### config.mk
export PLATFORM = sky130hd
export DESIGN_NAME = ntm_vector_summation
export DESIGN_NICKNAME = d
export VERILOG_FILES = /design/src/hdl/ntm_summation_pkg.sv /design/src/hdl/ntm_summation_collector.sv /design/src/hdl/ntm_summation_dispatcher.sv /design/src/hdl/ntm_summation_lane.sv /design/src/hdl/ntm_vector_summation.sv
export VERILOG_INCLUDE_DIRS = /design/src /design/src/hdl
export SDC_FILE = /design/constraint.sdc
export NUM_CORES = 1
export LEC_CHECK = 0
export ABC_AREA = 1
export ABC_CLOCK_PERIOD_IN_PS = 7800
export BUFFER_PORTS_ARGS = -buffer_cell sky130_fd_sc_hd__buf_2
export CORE_MARGIN = 2
export CORE_UTILIZATION = 55
export CTS_CLUSTER_DIAMETER = 200
export CTS_CLUSTER_SIZE = 16
export DETAILED_ROUTE_END_ITERATION = 10
export PLACE_DENSITY = 0.69
export SYNTH_ARGS = -nofsm -noshare
export SYNTH_HDL_FRONTEND = slang
export SYNTH_SLANG_ARGS = --single-unit
export TNS_END_PERCENT = 50
### constraint.sdc
create_clock -name CLK -period 7.8 [get_ports CLK]
set_clock_uncertainty 0.15 [all_clocks]
set_input_delay 0.39 -clock CLK [delete_from_list [all_inputs] [get_ports CLK]]
set_output_delay 0.39 -clock CLK [all_outputs]
set_load 0.02 [all_outputs]
### src/hdl/ntm_summation_macros.svh
// Width and lane-count macros for the vector summation unit, included by files that size logic
`ifndef NTM_SUMMATION_MACROS_SVH
`define NTM_SUMMATION_MACROS_SVH

////////////////////////////////////////
// Data path
////////////////////////////////////////

// Signed fixed-point element width
`define NTM_DATA_WIDTH 16

////////////////////////////////////////
// Control path
////////////////////////////////////////

// Width of SIZE_IN and LENGTH_IN count fields
`define NTM_CTRL_WIDTH 8

// Number of accumulator lanes, also the longest vector accepted
`define NTM_LANES 8

// Bits needed to address one lane
`define NTM_LANE_IDX_WIDTH 3

// NTM_LANE_IDX_WIDTH must cover NTM_LANES-1
// Both are changed together when the lane count moves

`endif

### src/hdl/ntm_summation_pkg.sv
// Shared types of the vector summation unit; imported by every module of the design
`default_nettype none

`include "ntm_summation_macros.svh"

package ntm_summation_pkg;

  ////////////////////////////////////////
  // Scalar types
  ////////////////////////////////////////

  // One signed vector element or lane sum
  typedef logic signed [`NTM_DATA_WIDTH-1:0] data_t;

  // Vector count and vector length
  typedef logic [`NTM_CTRL_WIDTH-1:0] count_t;

  // Lane address
  typedef logic [`NTM_LANE_IDX_WIDTH-1:0] lane_idx_t;

  ////////////////////////////////////////
  // Command structs
  ////////////////////////////////////////

  // Element broadcast from dispatcher to all lanes
  typedef struct packed {
    logic      valid;
    logic      clear;   // First vector, load instead of add
    lane_idx_t lane;
    data_t     data;
  } lane_cmd_t;

  // Drain request from dispatcher to collector
  typedef struct packed {
    logic   valid;
    count_t length;
  } drain_cmd_t;

  // Dispatcher FSM
  typedef enum logic {IDLE_STATE, INPUT_STATE} dispatch_state_t;

endpackage

`default_nettype wire

### src/hdl/ntm_summation_collector.sv
// Collector of the vector summation unit; reads the lane sums out serially and pulses ready
`timescale 1ns/1ns
`default_nettype none

`include "ntm_summation_macros.svh"

module ntm_summation_collector
  import ntm_summation_pkg::*;
(
  input  wire logic       CLK,
  input  wire logic       RST,
  input  wire drain_cmd_t drain,
  input  wire data_t      lane_sums [`NTM_LANES],
  output logic            data_out_enable,
  output data_t           data_out,
  output logic            ready
);

  ////////////////////////////////////////
  // Signals
  ////////////////////////////////////////

  // Drain in progress
  logic draining;

  // Next lane to read
  lane_idx_t rd_idx;

  // Lanes in this job
  count_t len_q;

  logic rd_last;

  // Final lane of the job
  assign rd_last = (count_t'(rd_idx) == len_q - count_t'(1));

  ////////////////////////////////////////
  // Drain control
  ////////////////////////////////////////

  always_ff @(posedge CLK or posedge RST) begin
    if (RST) begin
      draining        <= 1'b0;
      rd_idx          <= '0;
      len_q           <= '0;
      data_out_enable <= 1'b0;
      ready           <= 1'b0;
    end else begin
      if (draining) begin
        // One lane per cycle
        data_out_enable <= 1'b1;
        ready           <= rd_last;
        if (rd_last) begin
          draining <= 1'b0;
          rd_idx   <= '0;
        end else begin
          rd_idx <= rd_idx + lane_idx_t'(1);
        end
      end else begin
        data_out_enable <= 1'b0;
        ready           <= 1'b0;
        if (drain.valid) begin
          // Lanes settle one cycle after the last element
          draining <= 1'b1;
          rd_idx   <= '0;
          len_q    <= drain.length;
        end
      end
    end
  end

  ////////////////////////////////////////
  // Output data
  ////////////////////////////////////////

  always_ff @(posedge CLK) begin
    if (draining) begin
      data_out <= lane_sums[rd_idx];
    end
  end

  ////////////////////////////////////////
  // Checks
  ////////////////////////////////////////

  // Ready marks the final strobe, the burst ends right after
  a_ready_last : assert property (
    @(posedge CLK) disable iff (RST)
    ready |-> data_out_enable ##1 !data_out_enable
  );

endmodule

`default_nettype wire

### src/hdl/ntm_summation_dispatcher.sv
// Dispatcher of the vector summation unit; captures a job, routes elements to lanes, drains
`timescale 1ns/1ns
`default_nettype none

`include "ntm_summation_macros.svh"

module ntm_summation_dispatcher
  import ntm_summation_pkg::*;
(
  input  wire logic   CLK,
  input  wire logic   RST,
  input  wire logic   START,
  input  wire count_t size_in,
  input  wire count_t length_in,
  input  wire logic   data_in_enable,
  input  wire data_t  data_in,
  output logic        busy,
  output lane_cmd_t   lane_cmd,
  output drain_cmd_t  drain
);

  ////////////////////////////////////////
  // Signals
  ////////////////////////////////////////

  dispatch_state_t state;

  // Captured job shape
  count_t size_q;
  count_t len_q;

  // Position inside the job
  count_t elem_idx;
  count_t vec_idx;

  // Cycles left until the collector has pulsed READY
  count_t drain_wait;

  logic start_ok;
  logic last_elem;
  logic last_vec;

  ////////////////////////////////////////
  // Job acceptance
  ////////////////////////////////////////

  // Refused while busy or with an empty or oversized shape
  assign start_ok = START && !busy &&
                    (size_in != '0) &&
                    (length_in != '0) &&
                    (length_in <= count_t'(`NTM_LANES));

  assign last_elem = (elem_idx == len_q - count_t'(1));
  assign last_vec  = (vec_idx == size_q - count_t'(1));

  ////////////////////////////////////////
  // FSM and counters
  ////////////////////////////////////////

  always_ff @(posedge CLK or posedge RST) begin
    if (RST) begin
      state      <= IDLE_STATE;
      busy       <= 1'b0;
      size_q     <= '0;
      len_q      <= '0;
      elem_idx   <= '0;
      vec_idx    <= '0;
      drain_wait <= '0;
      lane_cmd   <= '0;
      drain      <= '0;
    end else begin
      // Strobes last one cycle
      lane_cmd.valid <= 1'b0;
      drain.valid    <= 1'b0;

      case (state)
        IDLE_STATE: begin
          if (start_ok) begin
            size_q   <= size_in;
            len_q    <= length_in;
            elem_idx <= '0;
            vec_idx  <= '0;
            busy     <= 1'b1;
            state    <= INPUT_STATE;
          end else if (drain_wait != '0) begin
            // Busy falls at the edge that ends the READY cycle
            drain_wait <= drain_wait - count_t'(1);
            if (drain_wait == count_t'(1)) begin
              busy <= 1'b0;
            end
          end
        end

        INPUT_STATE: begin
          if (data_in_enable) begin
            // Element index selects the lane
            lane_cmd.valid <= 1'b1;
            lane_cmd.clear <= (vec_idx == '0);
            lane_cmd.lane  <= elem_idx[`NTM_LANE_IDX_WIDTH-1:0];
            lane_cmd.data  <= data_in;

            if (last_elem) begin
              elem_idx <= '0;
              if (last_vec) begin
                // Last element of the job
                drain.valid  <= 1'b1;
                drain.length <= len_q;
                // Lane update, drain start, then len_q outputs
                drain_wait   <= len_q + count_t'(2);
                state        <= IDLE_STATE;
              end else begin
                vec_idx <= vec_idx + count_t'(1);
              end
            end else begin
              elem_idx <= elem_idx + count_t'(1);
            end
          end
        end

        default: begin
          state <= IDLE_STATE;
        end
      endcase
    end
  end

  ////////////////////////////////////////
  // Checks
  ////////////////////////////////////////

  // Routed lane stays inside the captured vector length
  a_lane_in_range : assert property (
    @(posedge CLK) disable iff (RST)
    lane_cmd.valid |-> (count_t'(lane_cmd.lane) < len_q)
  );

  // Unit stays busy across the drain, and one drain per job
  a_drain_busy : assert property (
    @(posedge CLK) disable iff (RST)
    drain.valid |=> (busy && !drain.valid)
  );

endmodule

`default_nettype wire

### src/hdl/ntm_summation_lane.sv
// One saturating accumulator lane of the vector summation unit; instanced once per position
`timescale 1ns/1ns
`default_nettype none

`include "ntm_summation_macros.svh"

module ntm_summation_lane
  import ntm_summation_pkg::*;
#(
  parameter int LANE_ID = 0
) (
  input  wire logic      CLK,
  input  wire logic      RST,
  input  wire lane_cmd_t lane_cmd,
  output data_t          sum
);

  ////////////////////////////////////////
  // Constants
  ////////////////////////////////////////

  localparam int MSB = `NTM_DATA_WIDTH - 1;

  // Saturation limits
  localparam data_t DATA_MAX = {1'b0, {MSB{1'b1}}};
  localparam data_t DATA_MIN = {1'b1, {MSB{1'b0}}};

  ////////////////////////////////////////
  // Adder
  ////////////////////////////////////////

  logic hit;
  logic signed [`NTM_DATA_WIDTH:0] add_full;
  logic overflow;
  data_t sat_sum;

  // Command addressed to this lane
  assign hit = lane_cmd.valid && (lane_cmd.lane == lane_idx_t'(LANE_ID));

  // One extra bit keeps the true sign
  assign add_full = {sum[MSB], sum} + {lane_cmd.data[MSB], lane_cmd.data};

  // Top two bits differ on overflow
  assign overflow = add_full[MSB+1] ^ add_full[MSB];

  // True sign picks the clamp direction
  assign sat_sum = overflow ? (add_full[MSB+1] ? DATA_MIN : DATA_MAX)
                            : add_full[MSB:0];

  ////////////////////////////////////////
  // Accumulator
  ////////////////////////////////////////

  always_ff @(posedge CLK or posedge RST) begin
    if (RST) begin
      sum <= '0;
    end else if (hit) begin
      // First vector loads, later vectors add
      sum <= lane_cmd.clear ? lane_cmd.data : sat_sum;
    end
  end

  ////////////////////////////////////////
  // Checks
  ////////////////////////////////////////

  // Adding a same-signed element never flips the sign of the sum
  a_no_wrap : assert property (
    @(posedge CLK) disable iff (RST)
    (hit && !lane_cmd.clear && (sum[MSB] == lane_cmd.data[MSB]))
      |=> (sum[MSB] == $past(sum[MSB]))
  );

endmodule

`default_nettype wire

### src/hdl/ntm_vector_summation.sv
// Top level of the streaming vector summation unit; connects dispatcher, lanes and collector
`timescale 1ns/1ns
`default_nettype none

`include "ntm_summation_macros.svh"

module ntm_vector_summation
  import ntm_summation_pkg::*;
(
  // Global
  input  wire logic   CLK,
  input  wire logic   RST,

  // Job control
  input  wire logic   START,
  input  wire count_t SIZE_IN,
  input  wire count_t LENGTH_IN,

  // Element input
  input  wire logic   DATA_IN_ENABLE,
  input  wire data_t  DATA_IN,

  // Result output
  output logic        DATA_OUT_ENABLE,
  output data_t       DATA_OUT,
  output logic        READY,
  output logic        BUSY
);

  ////////////////////////////////////////
  // Internal buses
  ////////////////////////////////////////

  // Element broadcast to every lane
  lane_cmd_t  lane_cmd;

  // Drain trigger
  drain_cmd_t drain;

  // One sum per lane
  data_t      lane_sums [`NTM_LANES];

  ////////////////////////////////////////
  // Dispatcher
  ////////////////////////////////////////

  ntm_summation_dispatcher i_dispatcher (
    .CLK            (CLK),
    .RST            (RST),
    .START          (START),
    .size_in        (SIZE_IN),
    .length_in      (LENGTH_IN),
    .data_in_enable (DATA_IN_ENABLE),
    .data_in        (DATA_IN),
    .busy           (BUSY),
    .lane_cmd       (lane_cmd),
    .drain          (drain)
  );

  ////////////////////////////////////////
  // Lanes
  ////////////////////////////////////////

  for (genvar g = 0; g < `NTM_LANES; g++) begin : g_lane
    ntm_summation_lane #(
      .LANE_ID (g)
    ) i_lane (
      .CLK      (CLK),
      .RST      (RST),
      .lane_cmd (lane_cmd),
      .sum      (lane_sums[g])
    );
  end

  ////////////////////////////////////////
  // Collector
  ////////////////////////////////////////

  ntm_summation_collector i_collector (
    .CLK             (CLK),
    .RST             (RST),
    .drain           (drain),
    .lane_sums       (lane_sums),
    .data_out_enable (DATA_OUT_ENABLE),
    .data_out        (DATA_OUT),
    .ready           (READY)
  );

endmodule

`default_nettype wire

=== Word level (Yosys, flattened, before mapping) ===
Cells that the tools add are included.

* Equal/unequal tests: 18
* Muxes and demuxes: 63
* Bitwise operators: 11
* Add/subtract/negate cells: 16
* Reductions and logical operators: 29
* $lt $le $gt $ge: 2

{| class="wikitable"
|+ Operators with widths
! cell !! number
|-
| 16-bit 2-to-1 mux || 26
|-
| 16-bit by 16-bit adder with 17-bit output || 8
|-
| 8-bit 2-to-1 mux || 11
|-
| 16-bit binary-select mux with 3-bit select || 1
|-
| 8-bit case mux with 2 select lines || 3
|-
| 21-bit 2-to-1 mux || 2
|-
| 9-bit 2-to-1 mux || 4
|-
| 8-bit by 1-bit subtractor with 8-bit output, second input constant || 4
|-
| 8-bit nonzero test || 3
|-
| 8-bit by 1-bit adder with 8-bit output, second input constant || 2
|-
| 8-bit == test || 2
|-
| 3-bit == test, second input constant || 4
|-
| 1-bit logical AND || 12
|-
| 1-bit 2-to-1 mux || 12
|-
| 2-bit != test, second input constant || 5
|-
| 3-bit 2-to-1 mux || 3
|-
| 8-bit by 2-bit adder with 8-bit output, second input constant || 1
|-
| 3-bit by 8-bit == test with 1-bit output || 1
|-
| 8-bit by 1-bit == test with 1-bit output, second input constant || 1
|-
| 8-bit by 4-bit less-or-equal comparator with 1-bit output, second input constant || 1
|-
| 8-bit zero test || 1
|-
| 2-bit AND reduction || 4
|-
| 4-bit AND reduction || 2
|-
| 1-bit bitwise XOR || 8
|-
| 13 further kinds || 18
|}

* Output and inout bits: 19
* Register bits: 230
* Bits of input ports: 36
* Word-level logic and storage cells: 166

=== Logic depth before layout (Yosys ltp) ===
* Depth in word-level cells: 7
* Gate-level depth with buffers: 18

=== Hierarchy ===
Synthesis repeated with hierarchy kept, for this count alone.

* Cells, all modules: 3436
* Area, all modules: 21827.2 sq um

{| class="wikitable"
|+ By module, submodules not included
! module !! cells an instance !! area each (sq um) !! instances
|-
| ntm_summation_dispatcher || 560 || 4176.5 || 1
|-
| ntm_summation_lane (g_lane[1].i_lane ...) || 319 || 1959.4 || 2
|-
| ntm_summation_lane (g_lane[5].i_lane ...) || 313 || 1876.8 || 2
|-
| ntm_summation_collector || 356 || 2327.2 || 1
|-
| ntm_summation_lane (g_lane[0].i_lane) || 319 || 1960.6 || 1
|-
| ntm_summation_lane (g_lane[7].i_lane) || 311 || 1941.9 || 1
|-
| ntm_summation_lane (g_lane[3].i_lane) || 314 || 1875.5 || 1
|-
| ntm_summation_lane (g_lane[4].i_lane) || 312 || 1873.0 || 1
|}

=== Worst setup path after synthesis ===
No wires, ideal clock.

* Kind: register to register
* Start point: register i_dispatcher.lane_cmd[1] (netlist name)
* End point: register g_lane[5].i_lane.sum[3]
* Path slack: 5112 ps
* Stages on the path, launching flop included: 17
* Clock period less this slack: 2688 ps
* Buffers on the path: 1
* Arrival: 2421 ps
* Path through: dfrtp_1 inv_1 fa_1 nand3b_1 nand2_1 nand2_1 nand2_1 nand2_1 nand2_1 nand2_1 nand2_1 nand2_1 nand2_2 buf_4 nor2_1 nor2_1 nor2_1

* Longest elaborated chain between the ends: 4
* Elaborated cells on any way between the ends: 5
* Those cells by class: add/sub (1); mux (3); bitwise (1)

{| class="wikitable"
|+ Ends and longest elaborated chain
! what !! line !! text
|-
| 16-bit by 16-bit adder with 17-bit output (*) || ntm_summation_lane.sv:41 || <nowiki>assign add_full = {sum[MSB], sum} + {lane_cmd.data[MSB], lane_cmd.data};</nowiki>
|-
| 16-bit 2-to-1 mux / 1-bit bitwise XOR (equally long branches) || ntm_summation_lane.sv:47, ntm_summation_lane.sv:44 ||
|-
| 16-bit 2-to-1 mux (*) || ntm_summation_lane.sv:47 || <nowiki>assign sat_sum = overflow ? (add_full[MSB+1] ? DATA_MIN : DATA_MAX)</nowiki>
|-
| 16-bit 2-to-1 mux (*) || ntm_summation_lane.sv:59 || <nowiki>sum <= lane_cmd.clear ? lane_cmd.data : sat_sum;</nowiki>
|-
| end signal, assigned || ntm_summation_lane.sv:59 ||
|-
| end, declared || ntm_summation_lane.sv:15 || <nowiki>output data_t sum</nowiki>
|}

Mark *: on every way between the ends. The rest lies on a longest branch, timed or not.
A chain may end at the register's enable or synchronous reset.

=== Worst setup path in the final report ===
* Start point: register i_dispatcher.lane_cmd[1] (netlist name)
* End point: register g_lane[6].i_lane.sum[11]

* Longest elaborated chain between the ends: 4
* Elaborated cells on any way between the ends: 5
* Those cells by class: add/sub (1); mux (3); bitwise (1)

{| class="wikitable"
|+ Ends and longest elaborated chain
! what !! line
|-
| 16-bit by 16-bit adder with 17-bit output (*) || ntm_summation_lane.sv:41
|-
| 16-bit 2-to-1 mux / 1-bit bitwise XOR (equally long branches) || ntm_summation_lane.sv:47, ntm_summation_lane.sv:44
|-
| 16-bit 2-to-1 mux (*) || ntm_summation_lane.sv:47
|-
| 16-bit 2-to-1 mux (*) || ntm_summation_lane.sv:59
|-
| end signal, assigned || ntm_summation_lane.sv:59
|-
| end, declared || ntm_summation_lane.sv:15
|}

Marked as above.

==> impl_metrics.yaml <==
critical_path:
  r2r_cells: 14
  rr_startpoint: "i_dispatcher.lane_cmd[1]"
  crit_arrival_ns: 3.78
  crit_path_max_fanout: 13
  worstPathRequired_ns: 8.11
  cpLargestDelayFamily: "simple AND/OR/NAND/NOR gates"
  path_depth: 14
  setup.worst_path.start: "i_dispatcher.lane_cmd[1]"
  startpoint_type: "flip-flop"
  r2r_slack_ns: 4.32
  path_common_cell: "nand2_1"
  crit_slowest_cell: "dfrtp_1"
  slowest_delay_ns: 0.66
  reg2reg_to: "g_lane[6].i_lane.sum[11]"
  critPathCaptureType: "flip-flop"
  cp_num_buf_inv: 1
  worst-setup-path-type: "flip-flop to flip-flop"
  worstSetupEndpoint: "g_lane[6].i_lane.sum[11]"
  crit_chain: "inv_1, fa_1, nand3b_1, nand2_1, nand2_1, nand2_1, nand2_1, nand2_1, nand2_1, nand2_1, nand3_1, nand2_1, nor2_1, nor2_1"
power_and_ir_drop:
  ir_worst_vdd_uv: 210
  total_power_mw: 8.31
  p_leak_nw: 11.6
  p_per_area_mw_per_mm2: 388
timing:
  fmax_ghz: 0.288
  hold_violations: 0
  min_period_over_period: 0.446
  period_needed_ns: 3.48
  worst_slew_pin_slew_ns: 1.16
  max_slew_margin: 0.227
  worst_slack_ns: 4.32
  whs_ns: 0.0983
  finalSetupViolCount: 0
  rsz0062_at_grt: "no"
  maxSlewViolCount: 0
  setup_tns_ns: 0
grt:
  grt_max_degree: 101
  track_usage: 0.363
  grt_first_pass_wirelength_um: 108000
  grt_pass1_vias: 19300
  antenna_found_initial: 0
  gr-total-overflow: 0
floorplan:
  rows: 69
  die_width_um: 195
  ios: 55
  die_area_mm2: 0.0380
  die_y_um: 195
  initial_utilization: 0.560
  core_mm2: 0.0357
clock_tree:
  clock_latency_ns: 0.54
  tritoncts: "yes"
  cts.clk_slew.worst_paths_ns: 0.09
  clockRootBuffer: "clkbuf_16"
  cts_sinks: 230
  htree_levels: 1
  cts_resized: 0
  hold_buffers: 29
  numCtsBuffers: 18
  cts_buffer_depth: 3
  post-cts-setup-buffers: 0
synthesis:
  synth-seq-area-share: 0.291
  synth.area.top_cells: "dfrtp_1, nand2_1, nor2_1"
  yosysTopAreaCell: "dfrtp_1"
  ys_types: 44
  synth-edff-count: 16
  synth_seq_cells: 230
  synthesis.area_mm2: 0.0200
  async_reset_ff_frac: 0.930
  synth_flop_cell: "dfrtp_1"
  syn_nets: 3371
  ys_top_cells_by_count: "nand2_1, nor2_1, inv_1, dfrtp_1, a21oi_1"
  synth_warnings: 0
  yosysMostFrequentCell: "nand2_1"
  synth_top_area_frac: 0.267
  postSynthAreaPerCell_um2: 6.28
  syn_inst: 3188
place:
  hpwl_um: 50500
  port_buffers: 54
  dp.cells: 3645
  dp_slack_ns: 4.41
  routabilityCongestion: 0.957
final_layout:
  nNetsFinal: 3416
  fin_cells: 3698
  drive_gt1_frac: 0.0470
  diodes: 0
  area_growth_pct: 7.00
detailed_routing:
  vias: 20800
  drt_iter0_markers: 2172
  drc_errors: 0
  viasPerCell: 5.62
  wire_per_inst_um: 18.7
  wl_um: 69200
  dr.pass1.iters: 5
  ant_nets: 0
min_path:
  hold_class: "input pin to flip-flop"
  hold_depth: 3
run_status:
  status: "completed"
job:
  cap_violations: 0
[how the worst min path moves through the flow]
stage / start / end / slack, ns
after global routing: DATA_IN_ENABLE / i_dispatcher.drain[8] / 0.09
after CTS: DATA_IN_ENABLE / i_dispatcher.drain[8] / 0.08
after global placement: i_collector.len_q[4] / i_collector.len_q[4] / 0.32
after detailed placement: i_collector.len_q[5] / i_collector.len_q[5] / 0.33
final: DATA_IN_ENABLE / i_dispatcher.drain[8] / 0.1
after floorplan: i_dispatcher.drain_wait[7] / i_dispatcher.drain_wait[7] / 0.30
[per-stage QoR]
step	cell area (um2)	util
detailed placement	20600	0.578
global placement	20600	0.578
finish	21400	0.600
CTS	21400	0.600
global route	21400	0.600
floorplan	20000	-
[per-layer routing]
metal	GRT usage	up-vias	wire [um]
li1	-	10100	-
met1	0.503	9586	29300
met2	0.579	973	30200
met3	0.0460	169	6540
met4	0.144	0	3180
met5	0	-	0
[power breakdown]
part / internal, mW / leakage (nW) / switching, mW / total (mW)
Clock: 0.426 / 0.239 / 0.482 / 0.908
Combinational: 1.86 / 8.68 / 3.44 / 5.30
Sequential: 1.59 / 2.66 / 0.514 / 2.10
[worst register-to-register path, delay by kind of cell, from the launching register on]
kind	cells	cell delay (ns)
AND/OR/NAND/NOR	12	1.55
flip-flops	1	0.66
adder cells (fa/ha/maj)	1	0.57
buffers and inverters	1	0.48
[placed cells by master (no fill, tap or decap), types with 18 or more instances in the layout]
cell	count
dfrtp_1	213
nor2_1	763
inv_1	333
xor2_1	53
nand3_1	123
ha_1	139
a21oi_1	141
xnor2_1	63
nor3_1	20
buf_2	54
nand3b_1	19
nand2_2	19
dlygate4sd3_1	29
clkbuf_16	18
o22ai_1	20
o21ai_0	105
a31oi_1	27
nand2_1	946
[state kept, by name, summed over array words and instances, names as in the netlist, 3 cells and up]
name	count
i_dispatcher.lane_cmd	21
i_collector.data_out	16
g_lane.i_lane.sum	128
i_dispatcher.drain_wait	8
i_dispatcher.len_q	8
i_dispatcher.drain	9
i_dispatcher.size_q	8
i_dispatcher.elem_idx	8
i_collector.rd_idx	3
i_dispatcher.vec_idx	8
i_collector.len_q	8
[layout make-up]
| class | count | area (um2) |
|---|---|---|
| clock buffer | 22 | 465 |
| clock inverter | 2 | 27.5 |
| fill | 3477 | 14300 |
| inverter | 343 | 1290 |
| multi-input combinational | 2545 | 12600 |
| sequential | 230 | 5840 |
| tap | 461 | 577 |
| timing repair buffer | 95 | 651 |
[cell families after synthesis]
family / synth area share
compound gates: 0.0883
xor+xnor: 0.0507
fa+ha+maj: 0.0948
buf+inv: 0.0806
flops: 0.291
simple gates: 0.394
No activity file was read; power rests on OpenSTA's default activity.
